$ cat config.mk
export PLATFORM = sky130hd
export DESIGN_NAME = fetch_top
export DESIGN_NICKNAME = d
export VERILOG_FILES = /design/src/hdl/fetch_pkg.sv /design/src/hdl/fetch_pc_gen.sv /design/src/hdl/icache.sv /design/src/hdl/fetch_unit.sv /design/src/hdl/fetch_top.sv
export SDC_FILE = /design/constraint.sdc
export NUM_CORES = 2
export LEC_CHECK = 0
export BUFFER_PORTS_ARGS = -buffer_cell sky130_fd_sc_hd__buf_2
export CORE_ASPECT_RATIO = 1.4
export CORE_MARGIN = 3
export CORE_UTILIZATION = 42
export DETAILED_ROUTE_END_ITERATION = 10
export SLEW_MARGIN = 20
export SYNTH_ARGS = -nofsm -noshare
export SYNTH_HDL_FRONTEND = slang
export SYNTH_SLANG_ARGS = --single-unit
$ cat constraint.sdc
create_clock -name clk -period 12.65 [get_ports clk]
set_input_delay 1.265 -clock clk [delete_from_list [all_inputs] [get_ports clk]]
set_output_delay 1.265 -clock clk [all_outputs]
set_load 0.02 [all_outputs]
$ cat src/hdl/fetch_pkg.sv
package fetch_pkg;

    // block geometry.
    localparam int block_bytes     = 16;
    localparam int words_per_block = block_bytes / 4;
    localparam int offset_width    = 4;
    localparam int line_count      = 16;
    localparam int index_width     = 4;
    localparam int tag_width       = 32 - index_width - offset_width;

    // boot address sits in flash.
    localparam logic [31:0] reset_pc = 32'h3000_0000;

    // sdram window, bounds inclusive.
    localparam logic [31:0] sdram_base = 32'hA000_0000;
    localparam logic [31:0] sdram_end  = 32'hBFFF_FFFF;

    localparam logic [3:0] axi_id_fetch  = 4'd1;
    localparam logic [2:0] axi_size_word = 3'd2;     // 4-byte beats.

    localparam logic [1:0] axi_burst_fixed = 2'd0;
    localparam logic [1:0] axi_burst_incr  = 2'd1;

    localparam logic [1:0] axi_resp_okay = 2'd0;

    // fetch controller states.
    typedef enum logic [1:0] {
        idle    = 2'd0,
        lookup  = 2'd1,
        refill  = 2'd2,
        deliver = 2'd3
    } fetch_state_t;

endpackage

$ cat src/hdl/fetch_pc_gen.sv
`timescale 1ns/1ps

module fetch_pc_gen (
    input  logic        clk,
    input  logic        rst,
    input  logic        pc_advance,
    input  logic        redirect_valid,
    input  logic [31:0] redirect_pc,
    output logic [31:0] pc
);

    logic [31:0] seq_pc;
    logic [31:0] next_pc;

    assign seq_pc = pc + 32'd4;

    // redirect wins over the sequential step.
    always_comb begin
        if (redirect_valid) begin
            next_pc = redirect_pc;
        end else begin
            next_pc = seq_pc;
        end
    end

    always_ff @(posedge clk or posedge rst) begin
        if (rst) begin
            pc <= fetch_pkg::reset_pc;
        end else if (pc_advance) begin
            pc <= next_pc;      // only on the decoder handshake.
        end
    end

endmodule

$ cat src/hdl/icache.sv
`timescale 1ns/1ps

module icache (
    input  logic                                clk,
    input  logic                                rst,

    input  logic                                lookup_req,
    input  logic [31:0]                         lookup_addr,
    output logic                                lookup_hit,
    output logic [31:0]                         lookup_data,

    input  logic                                fill_valid,
    input  logic [31:0]                         fill_addr,
    input  logic [fetch_pkg::block_bytes*8-1:0] fill_block
);

    logic [fetch_pkg::line_count-1:0]    valid_q;
    logic [fetch_pkg::tag_width-1:0]     tag_q [fetch_pkg::line_count];
    logic [fetch_pkg::block_bytes*8-1:0] data_q [fetch_pkg::line_count];

    logic [fetch_pkg::index_width-1:0]             lookup_index;
    logic [fetch_pkg::tag_width-1:0]               lookup_tag;
    logic [$clog2(fetch_pkg::words_per_block)-1:0] lookup_word;
    logic [fetch_pkg::block_bytes*8-1:0]           lookup_block;
    logic                                          lookup_match;

    logic [fetch_pkg::index_width-1:0] fill_index;
    logic [fetch_pkg::tag_width-1:0]   fill_tag;

    // address split.
    assign lookup_index = lookup_addr[fetch_pkg::offset_width +: fetch_pkg::index_width];
    assign lookup_tag   = lookup_addr[31 -: fetch_pkg::tag_width];
    assign lookup_word  = lookup_addr[fetch_pkg::offset_width-1:2];

    assign fill_index = fill_addr[fetch_pkg::offset_width +: fetch_pkg::index_width];
    assign fill_tag   = fill_addr[31 -: fetch_pkg::tag_width];

    assign lookup_block = data_q[lookup_index];
    assign lookup_match = valid_q[lookup_index] && (tag_q[lookup_index] == lookup_tag);

    always_ff @(posedge clk or posedge rst) begin
        if (rst) begin
            valid_q <= '0;
        end else if (fill_valid) begin
            valid_q[fill_index] <= 1'b1;
        end
    end

    // tag and data arrays.
    always_ff @(posedge clk) begin
        if (fill_valid) begin
            tag_q[fill_index]  <= fill_tag;
            data_q[fill_index] <= fill_block;
        end
    end

    // registered compare, answer one cycle after the request.
    always_ff @(posedge clk or posedge rst) begin
        if (rst) begin
            lookup_hit <= 1'b0;
        end else begin
            lookup_hit <= lookup_req && lookup_match;
        end
    end

    always_ff @(posedge clk) begin
        if (lookup_req) begin
            lookup_data <= lookup_block[lookup_word*32 +: 32];
        end
    end

endmodule

$ cat src/hdl/fetch_unit.sv
`timescale 1ns/1ps

module fetch_unit (
    input  logic                                clk,
    input  logic                                rst,

    input  logic [31:0]                         pc,
    output logic                                pc_advance,

    output logic                                inst_valid,
    output logic [31:0]                         inst,
    output logic [31:0]                         inst_pc,
    output logic                                inst_fault,
    input  logic                                inst_ready,

    output logic                                lookup_req,
    output logic [31:0]                         lookup_addr,
    input  logic                                lookup_hit,
    input  logic [31:0]                         lookup_data,

    output logic                                fill_valid,
    output logic [31:0]                         fill_addr,
    output logic [fetch_pkg::block_bytes*8-1:0] fill_block,

    output logic [31:0]                         araddr,
    output logic                                arvalid,
    output logic [3:0]                          arid,
    output logic [7:0]                          arlen,
    output logic [2:0]                          arsize,
    output logic [1:0]                          arburst,
    input  logic                                arready,

    input  logic [31:0]                         rdata,
    input  logic [1:0]                          rresp,
    input  logic                                rlast,
    input  logic [3:0]                          rid,
    input  logic                                rvalid,
    output logic                                rready
);

    fetch_pkg::fetch_state_t state;

    logic [$clog2(fetch_pkg::words_per_block)-1:0] beat_q;
    logic [fetch_pkg::block_bytes*8-1:0]           block_q;

    logic [31:0]                                   block_base;
    logic [$clog2(fetch_pkg::words_per_block)-1:0] pc_word;
    logic                                          in_sdram;
    logic                                          result_ready;
    logic                                          beat_fire;
    logic                                          beat_ok;
    logic                                          block_done;
    logic [31:0]                                   refill_word;

    // pc only moves on pc_advance, so it stays valid for the whole fetch.
    assign lookup_addr = pc;
    assign block_base  = {pc[31:fetch_pkg::offset_width], {fetch_pkg::offset_width{1'b0}}};
    assign pc_word     = pc[fetch_pkg::offset_width-1:2];
    assign in_sdram    = (pc >= fetch_pkg::sdram_base) && (pc <= fetch_pkg::sdram_end);

    assign arid   = fetch_pkg::axi_id_fetch;
    assign arsize = fetch_pkg::axi_size_word;

    assign result_ready = (state == fetch_pkg::lookup) && !lookup_req; // hit flag is valid.

    assign beat_fire  = (state == fetch_pkg::refill) && rvalid && rready
                        && (rid == fetch_pkg::axi_id_fetch);
    assign beat_ok    = (rresp == fetch_pkg::axi_resp_okay);
    assign block_done = beat_fire && beat_ok && rlast
                        && (int'(beat_q) == fetch_pkg::words_per_block - 1);

    // cache is written in the cycle of the last beat.
    assign fill_valid = block_done;
    assign fill_addr  = block_base;

    always_comb begin
        fill_block = block_q;
        fill_block[beat_q*32 +: 32] = rdata;
    end

    assign refill_word = fill_block[pc_word*32 +: 32];

    assign pc_advance = (state == fetch_pkg::deliver) && inst_valid && inst_ready;

    always_ff @(posedge clk or posedge rst) begin
        if (rst) begin
            state      <= fetch_pkg::idle;
            lookup_req <= 1'b0;
            arvalid    <= 1'b0;
            rready     <= 1'b0;
            inst_valid <= 1'b0;
            inst_fault <= 1'b0;
            beat_q     <= '0;
        end else begin
            case (state)
                fetch_pkg::idle: begin
                    lookup_req <= 1'b1;
                    state      <= fetch_pkg::lookup;
                end
                fetch_pkg::lookup: begin
                    lookup_req <= 1'b0;
                    if (result_ready) begin
                        if (lookup_hit) begin
                            inst_valid <= 1'b1;
                            state      <= fetch_pkg::deliver;
                        end else begin
                            arvalid <= 1'b1;
                            beat_q  <= '0;
                            state   <= fetch_pkg::refill;
                        end
                    end
                end
                fetch_pkg::refill: begin
                    if (arvalid && arready) begin
                        arvalid <= 1'b0;
                        rready  <= 1'b1;
                    end
                    if (beat_fire) begin
                        if (!beat_ok) begin
                            // abort, block stays out of the cache.
                            rready     <= 1'b0;
                            inst_valid <= 1'b1;
                            inst_fault <= 1'b1;
                            state      <= fetch_pkg::deliver;
                        end else begin
                            beat_q <= beat_q + 1'b1;
                            if (block_done) begin
                                rready     <= 1'b0;
                                inst_valid <= 1'b1;
                                state      <= fetch_pkg::deliver;
                            end else if (!in_sdram) begin
                                rready  <= 1'b0;    // next single read.
                                arvalid <= 1'b1;
                            end
                        end
                    end
                end
                fetch_pkg::deliver: begin
                    if (inst_ready) begin
                        inst_valid <= 1'b0;
                        inst_fault <= 1'b0;
                        state      <= fetch_pkg::idle;
                    end
                end
                default: state <= fetch_pkg::idle;
            endcase
        end
    end

    // payload, block buffer and AR fields.
    always_ff @(posedge clk) begin
        if (result_ready) begin
            inst    <= lookup_data;
            inst_pc <= pc;
            araddr  <= block_base;
            if (in_sdram) begin
                arlen   <= 8'(fetch_pkg::words_per_block - 1);
                arburst <= fetch_pkg::axi_burst_incr;
            end else begin
                arlen   <= 8'd0;
                arburst <= fetch_pkg::axi_burst_fixed;
            end
        end
        if (beat_fire) begin
            block_q[beat_q*32 +: 32] <= rdata;
            if (!beat_ok) begin
                inst <= '0;
            end else if (block_done) begin
                inst <= refill_word;
            end else if (!in_sdram) begin
                araddr <= araddr + 32'd4;
            end
        end
    end

endmodule

$ cat src/hdl/fetch_top.sv
`timescale 1ns/1ps

module fetch_top (
    input  logic        clk,
    input  logic        rst,

    input  logic        redirect_valid,
    input  logic [31:0] redirect_pc,

    output logic        inst_valid,
    output logic [31:0] inst,
    output logic [31:0] inst_pc,
    output logic        inst_fault,
    input  logic        inst_ready,

    output logic [31:0] araddr,
    output logic        arvalid,
    output logic [3:0]  arid,
    output logic [7:0]  arlen,
    output logic [2:0]  arsize,
    output logic [1:0]  arburst,
    input  logic        arready,

    input  logic [31:0] rdata,
    input  logic [1:0]  rresp,
    input  logic        rlast,
    input  logic [3:0]  rid,
    input  logic        rvalid,
    output logic        rready
);

    logic [31:0] pc;
    logic        pc_advance;

    // cache ports.
    logic                                lookup_req;
    logic [31:0]                         lookup_addr;
    logic                                lookup_hit;
    logic [31:0]                         lookup_data;
    logic                                fill_valid;
    logic [31:0]                         fill_addr;
    logic [fetch_pkg::block_bytes*8-1:0] fill_block;

    fetch_pc_gen pc_gen_i (
        .clk            (clk),
        .rst            (rst),
        .pc_advance     (pc_advance),
        .redirect_valid (redirect_valid),
        .redirect_pc    (redirect_pc),
        .pc             (pc)
    );

    fetch_unit fetch_i (
        .clk         (clk),
        .rst         (rst),
        .pc          (pc),
        .pc_advance  (pc_advance),
        .inst_valid  (inst_valid),
        .inst        (inst),
        .inst_pc     (inst_pc),
        .inst_fault  (inst_fault),
        .inst_ready  (inst_ready),
        .lookup_req  (lookup_req),
        .lookup_addr (lookup_addr),
        .lookup_hit  (lookup_hit),
        .lookup_data (lookup_data),
        .fill_valid  (fill_valid),
        .fill_addr   (fill_addr),
        .fill_block  (fill_block),
        .araddr      (araddr),
        .arvalid     (arvalid),
        .arid        (arid),
        .arlen       (arlen),
        .arsize      (arsize),
        .arburst     (arburst),
        .arready     (arready),
        .rdata       (rdata),
        .rresp       (rresp),
        .rlast       (rlast),
        .rid         (rid),
        .rvalid      (rvalid),
        .rready      (rready)
    );

    icache icache_i (
        .clk         (clk),
        .rst         (rst),
        .lookup_req  (lookup_req),
        .lookup_addr (lookup_addr),
        .lookup_hit  (lookup_hit),
        .lookup_data (lookup_data),
        .fill_valid  (fill_valid),
        .fill_addr   (fill_addr),
        .fill_block  (fill_block)
    );

endmodule

==> report_table.html <==
<table>
<tr><th>Metric</th><th>Value</th></tr>
<tr><th colspan="2">Synthesis</th></tr>
<tr><td>Number of warnings printed during yosys synthesis</td><td>0</td></tr>
<tr><td>Cell count after synthesis</td><td>4,952</td></tr>
<tr><td>Register bit total from synthesis</td><td>2,747</td></tr>
<tr><td>Cell variety after synth</td><td>71</td></tr>
<tr><td>Netlist area before placement</td><td>107,000 µm²</td></tr>
<tr><td>Fraction of registers with async set or reset after synthesis</td><td>0.0211</td></tr>
<tr><td>Number of enable flip-flop cells after synthesis</td><td>2,627</td></tr>
<tr><td>Most used flip-flop cell after synthesis</td><td>edfxtp_1</td></tr>
<tr><td>Sequential fraction of the synthesis area</td><td>0.762</td></tr>
<tr><td>Mean Syn Cell Area</td><td>21.6 µm²</td></tr>
<tr><th colspan="2">Detailed routing</th></tr>
<tr><td>Number of detailed-route iterations in the first pass</td><td>6</td></tr>
<tr><td>First DRT Iteration DRCs</td><td>5,868</td></tr>
<tr><td>Routed WL per cell</td><td>31.2 µm</td></tr>
<tr><td>Mean number of vias per cell</td><td>5.96</td></tr>
<tr><td>Drt total wl</td><td>275,000 µm</td></tr>
<tr><td>Number of remaining DRC errors</td><td>0</td></tr>
<tr><td>Antenna-violating nets left</td><td>0</td></tr>
<tr><td>Total via count after detailed routing</td><td>52,700</td></tr>
<tr><th colspan="2">STA</th></tr>
<tr><td>Worst slew margin relative to its limit</td><td>0.250</td></tr>
<tr><td>Maximum clock skew at final layout</td><td>0.0582 ns</td></tr>
<tr><td>Setup repair after global routing missed its margin</td><td>false</td></tr>
<tr><td>Total setup violations reported at the end of the flow</td><td>0</td></tr>
<tr><td>Time the worst path needs with I/O delays and setup</td><td>5.34 ns</td></tr>
<tr><td>Maximum clock rate</td><td>187 MHz</td></tr>
<tr><td>Final period util</td><td>0.422</td></tr>
<tr><td>Hold_ws</td><td>0.457 ns</td></tr>
<tr><td>Number of slew-limit violations in the final report</td><td>0</td></tr>
<tr><td>Slew @ Worst Pin</td><td>1.13 ns</td></tr>
<tr><td>Fin Setup TNS</td><td>0 ns</td></tr>
<tr><td>Final count of hold timing violations</td><td>0</td></tr>
<tr><th colspan="2">Final layout</th></tr>
<tr><td>Commonest non-fill, non-tap cells in the layout</td><td>edfxtp_1, mux4_2, clkbuf_16</td></tr>
<tr><td>Synth-to-layout area growth</td><td>13.2%</td></tr>
<tr><td>Post-Route Utilization</td><td>0.479</td></tr>
<tr><td>Count of placed standard cells in the final layout, fillers left out</td><td>8,834</td></tr>
<tr><td>Area used by multi-input combinational logic</td><td>24,000 µm²</td></tr>
<tr><td>Count of nets after finishing</td><td>5,404</td></tr>
<tr><td>Register area</td><td>81,600 µm²</td></tr>
<tr><td>Share of final-layout standard cells stronger than drive strength 1</td><td>0.294</td></tr>
<tr><td>Filler Cell Count</td><td>20,300</td></tr>
<tr><td>Most common cell after layout, fill and taps aside</td><td>edfxtp_1</td></tr>
<tr><th colspan="2">Global routing</th></tr>
<tr><td>Global routing met2 resource utilization</td><td>0.358</td></tr>
<tr><td>Global routing's busiest layer</td><td>met2</td></tr>
<tr><td>Met3 track demand over resource</td><td>0.0323</td></tr>
<tr><td>Vias in the first global route</td><td>54,000</td></tr>
<tr><td>Met1 Usage GRT</td><td>0.285</td></tr>
<tr><td>Total gr overflow</td><td>0</td></tr>
<tr><td>Global-route usage over all layers</td><td>0.211</td></tr>
<tr><td>Maximum number of pins on one net before global-route repair</td><td>126</td></tr>
<tr><td>First-pass GRT wire length</td><td>397,000 µm</td></tr>
<tr><td>Initial antenna violation count</td><td>33</td></tr>
<tr><th colspan="2">Place</th></tr>
<tr><td>Inst Count DP</td><td>8,340</td></tr>
<tr><td>Final GP Congestion</td><td>0.865</td></tr>
<tr><td>Detail Placement HPWL</td><td>143,000 µm</td></tr>
<tr><td>Number of buffer cells added on primary ports</td><td>179</td></tr>
<tr><th colspan="2">Setup path</th></tr>
<tr><td>Kind of start point of the critical path</td><td>flip-flop</td></tr>
<tr><td>CP max-delay cell</td><td>buf_4</td></tr>
<tr><td>Most common cell on crit path</td><td>buf_4</td></tr>
<tr><td>Signal arrival time at the worst endpoint</td><td>5.80 ns</td></tr>
<tr><td>Crit end category</td><td>flip-flop</td></tr>
<tr><td>Setup CP Type</td><td>flip-flop to flip-flop</td></tr>
<tr><td>Series of cell instances along the critical path</td><td>inv_1 &gt; ha_1 &gt; nor4bb_1 &gt; nand2_1 &gt; nor3_1 &gt; buf_4 &gt; nand3_1 &gt; nor2_4 &gt; buf_4 &gt; buf_4</td></tr>
<tr><td>Critical-path maximum fanout</td><td>43</td></tr>
<tr><td>Data required time at the worst endpoint</td><td>13.11 ns</td></tr>
<tr><td>Max incr delay on CP</td><td>0.82 ns</td></tr>
<tr><th colspan="2">CTS</th></tr>
<tr><td>Total clock sinks</td><td>2,747</td></tr>
<tr><td>CTS hold repair buffers</td><td>0</td></tr>
<tr><td>Insertion delay to the later sink of the worst-skew pair</td><td>0.84 ns</td></tr>
<tr><td>Post-CTS setup-driven buffer insertion count</td><td>0</td></tr>
<tr><td>Resized Gates After CTS</td><td>0</td></tr>
<tr><td>Number of buffers created by CTS</td><td>271</td></tr>
<tr><td>Clock slew seen by the registers of the worst setup and hold paths</td><td>0.06 ns</td></tr>
<tr><td>Clock root buffer</td><td>clkbuf_16</td></tr>
<tr><td>CTS tree</td><td>yes</td></tr>
<tr><td>Max H-tree Level</td><td>5</td></tr>
<tr><td>Buffer depth of the longest clock path</td><td>4</td></tr>
<tr><th colspan="2">Power</th></tr>
<tr><td>PwrDens</td><td>208 nW/µm²</td></tr>
<tr><td>Overall power after layout</td><td>25.2 mW</td></tr>
<tr><td>Peak VDD IR</td><td>0.177 mV</td></tr>
<tr><td>Leak</td><td>38.9 nW</td></tr>
<tr><th colspan="2">Die</th></tr>
<tr><td>Core area</td><td>253,000 µm²</td></tr>
<tr><td>Initial cell density of the core</td><td>0.423</td></tr>
<tr><td>Die width</td><td>433 µm</td></tr>
<tr><td>Total I/O pin count</td><td>194</td></tr>
<tr><td>Height of the chip</td><td>603 µm</td></tr>
<tr><td>Die ar.</td><td>261,000 µm²</td></tr>
<tr><td>Number of placement rows</td><td>218</td></tr>
<tr><th colspan="2">Outcome</th></tr>
<tr><td>Result of the run</td><td>complete, no violations</td></tr>
<tr><th colspan="2">Job</th></tr>
<tr><td>Reported max-cap violation count</td><td>0</td></tr>
<tr><th colspan="2">Min path</th></tr>
<tr><td>Path type of the worst min-delay path</td><td>flip-flop to flip-flop</td></tr>
</table>
-- synthesized netlist by cell type, drive strengths merged (5+ instances only) --
library cell     n  share of area
o22ai           47         0.0027
a31oi            9        0.00053
nand2b          35         0.0020
o21ai          126         0.0059
a221oi           9        0.00074
nand4           13        0.00076
buf            141         0.0071
o221a            5        0.00053
nor2           112         0.0039
and2             5        0.00029
nor3            24         0.0011
nand2          186         0.0065
a21oi           92         0.0043
dfxtp           62          0.012
mux4           768           0.16
inv            102         0.0036
ha              12         0.0014
nor4            12        0.00090
or2             18         0.0011
a22o            35         0.0029
nand3           35         0.0017
a211oi           8        0.00061
edfxtp        2627           0.74
clkbuf         148         0.0052
and3            11        0.00064
a22oi           16         0.0011
mux2            40         0.0042
dfrtp           56          0.013
a311oi          36         0.0029
mux2i           73         0.0068
xnor2           28         0.0023
-- critical path, delay by kind of cell (launching register included) --
family                     cells  cell delay [ns]
and+or+nand+nor                5             2.22
DFF                            1             0.43
adders and majority gates      1             0.28
buffers and inverters          4             1.83
-- path summary, 6_finish.rpt --
kind	from	end	slack, ns	cells after the start
min reg2reg	pc_gen_i.pc[0]$_DFFE_PP0P_	fetch_i.inst_pc[0]$_DFFE_PP_	0.46	0
max in group asynchronous	rst	fetch_i.lookup_req$_DFFE_PP0P_	11.17	3
max	fetch_i.state[0]$_DFFE_PP0P_	icache_i.data_q[9][78]$_DFFE_PP_	7.31	10
max reg2reg	fetch_i.state[0]$_DFFE_PP0P_	icache_i.data_q[9][78]$_DFFE_PP_	7.31	10
min in group asynchronous	rst	icache_i.valid_q[1]$_DFFE_PP0P_	0.65	3
min	pc_gen_i.pc[0]$_DFFE_PP0P_	fetch_i.inst_pc[0]$_DFFE_PP_	0.46	0
-- power breakdown --
part / total (mW) / internal (mW) / switching [mW] / leakage, nW
sequential: 10.9 / 10.4 / 0.502 / 24.9
combinational: 6.36 / 2.99 / 3.37 / 9.83
clock: 7.90 / 4.52 / 3.37 / 4.16
-- through the flow --
stage | cell area (µm²) | setup WS [ns]
after floorplan | 107000 | 3.20
after global placement | 113000 | 6.85
after detailed placement | 113000 | 6.79
after CTS | 121000 | 7.26
after global routing | 121000 | 6.97
final | 121000 | 7.31
-- cell families after synthesis --
kind of cell | count (synthesis) | synth area share
flops | 2747 | 0.762
mux | 881 | 0.173
simple gates | 470 | 0.0204
compound gates | 419 | 0.0252
buf+inv | 391 | 0.0159
xor+xnor | 30 | 0.00245
fa+ha+maj | 12 | 0.00140
other cells | 2 | 0.0000701
-- routing by layer --
layer  vias up  share of wire
met1     28500           0.40
li1      21500              -
met5         -        0.00021
met3       441          0.070
met4         6          0.025
met2      2240           0.51
-- sequential cells by signal (all words and copies together) (netlist names), 16 cells and up --
register	count
icache_i.valid_q	16
fetch_i.araddr	32
icache_i.tag_q	384
icache_i.data_q	2048
fetch_i.inst_pc	32
icache_i.lookup_data	32
fetch_i.block_q	128
fetch_i.inst	32
pc_gen_i.pc	32
-- layout make-up --
cell class	instances	area share
flip-flops and latches	2747	0.673
multi-input cells	1826	0.198
clock buffers	347	0.0598
well taps	3300	0.0341
repair buffers	367	0.0207
clock inverters	129	0.0105
inverters	102	0.00323
diodes	16	0.000330
Power figures use the tool's default switching activity.
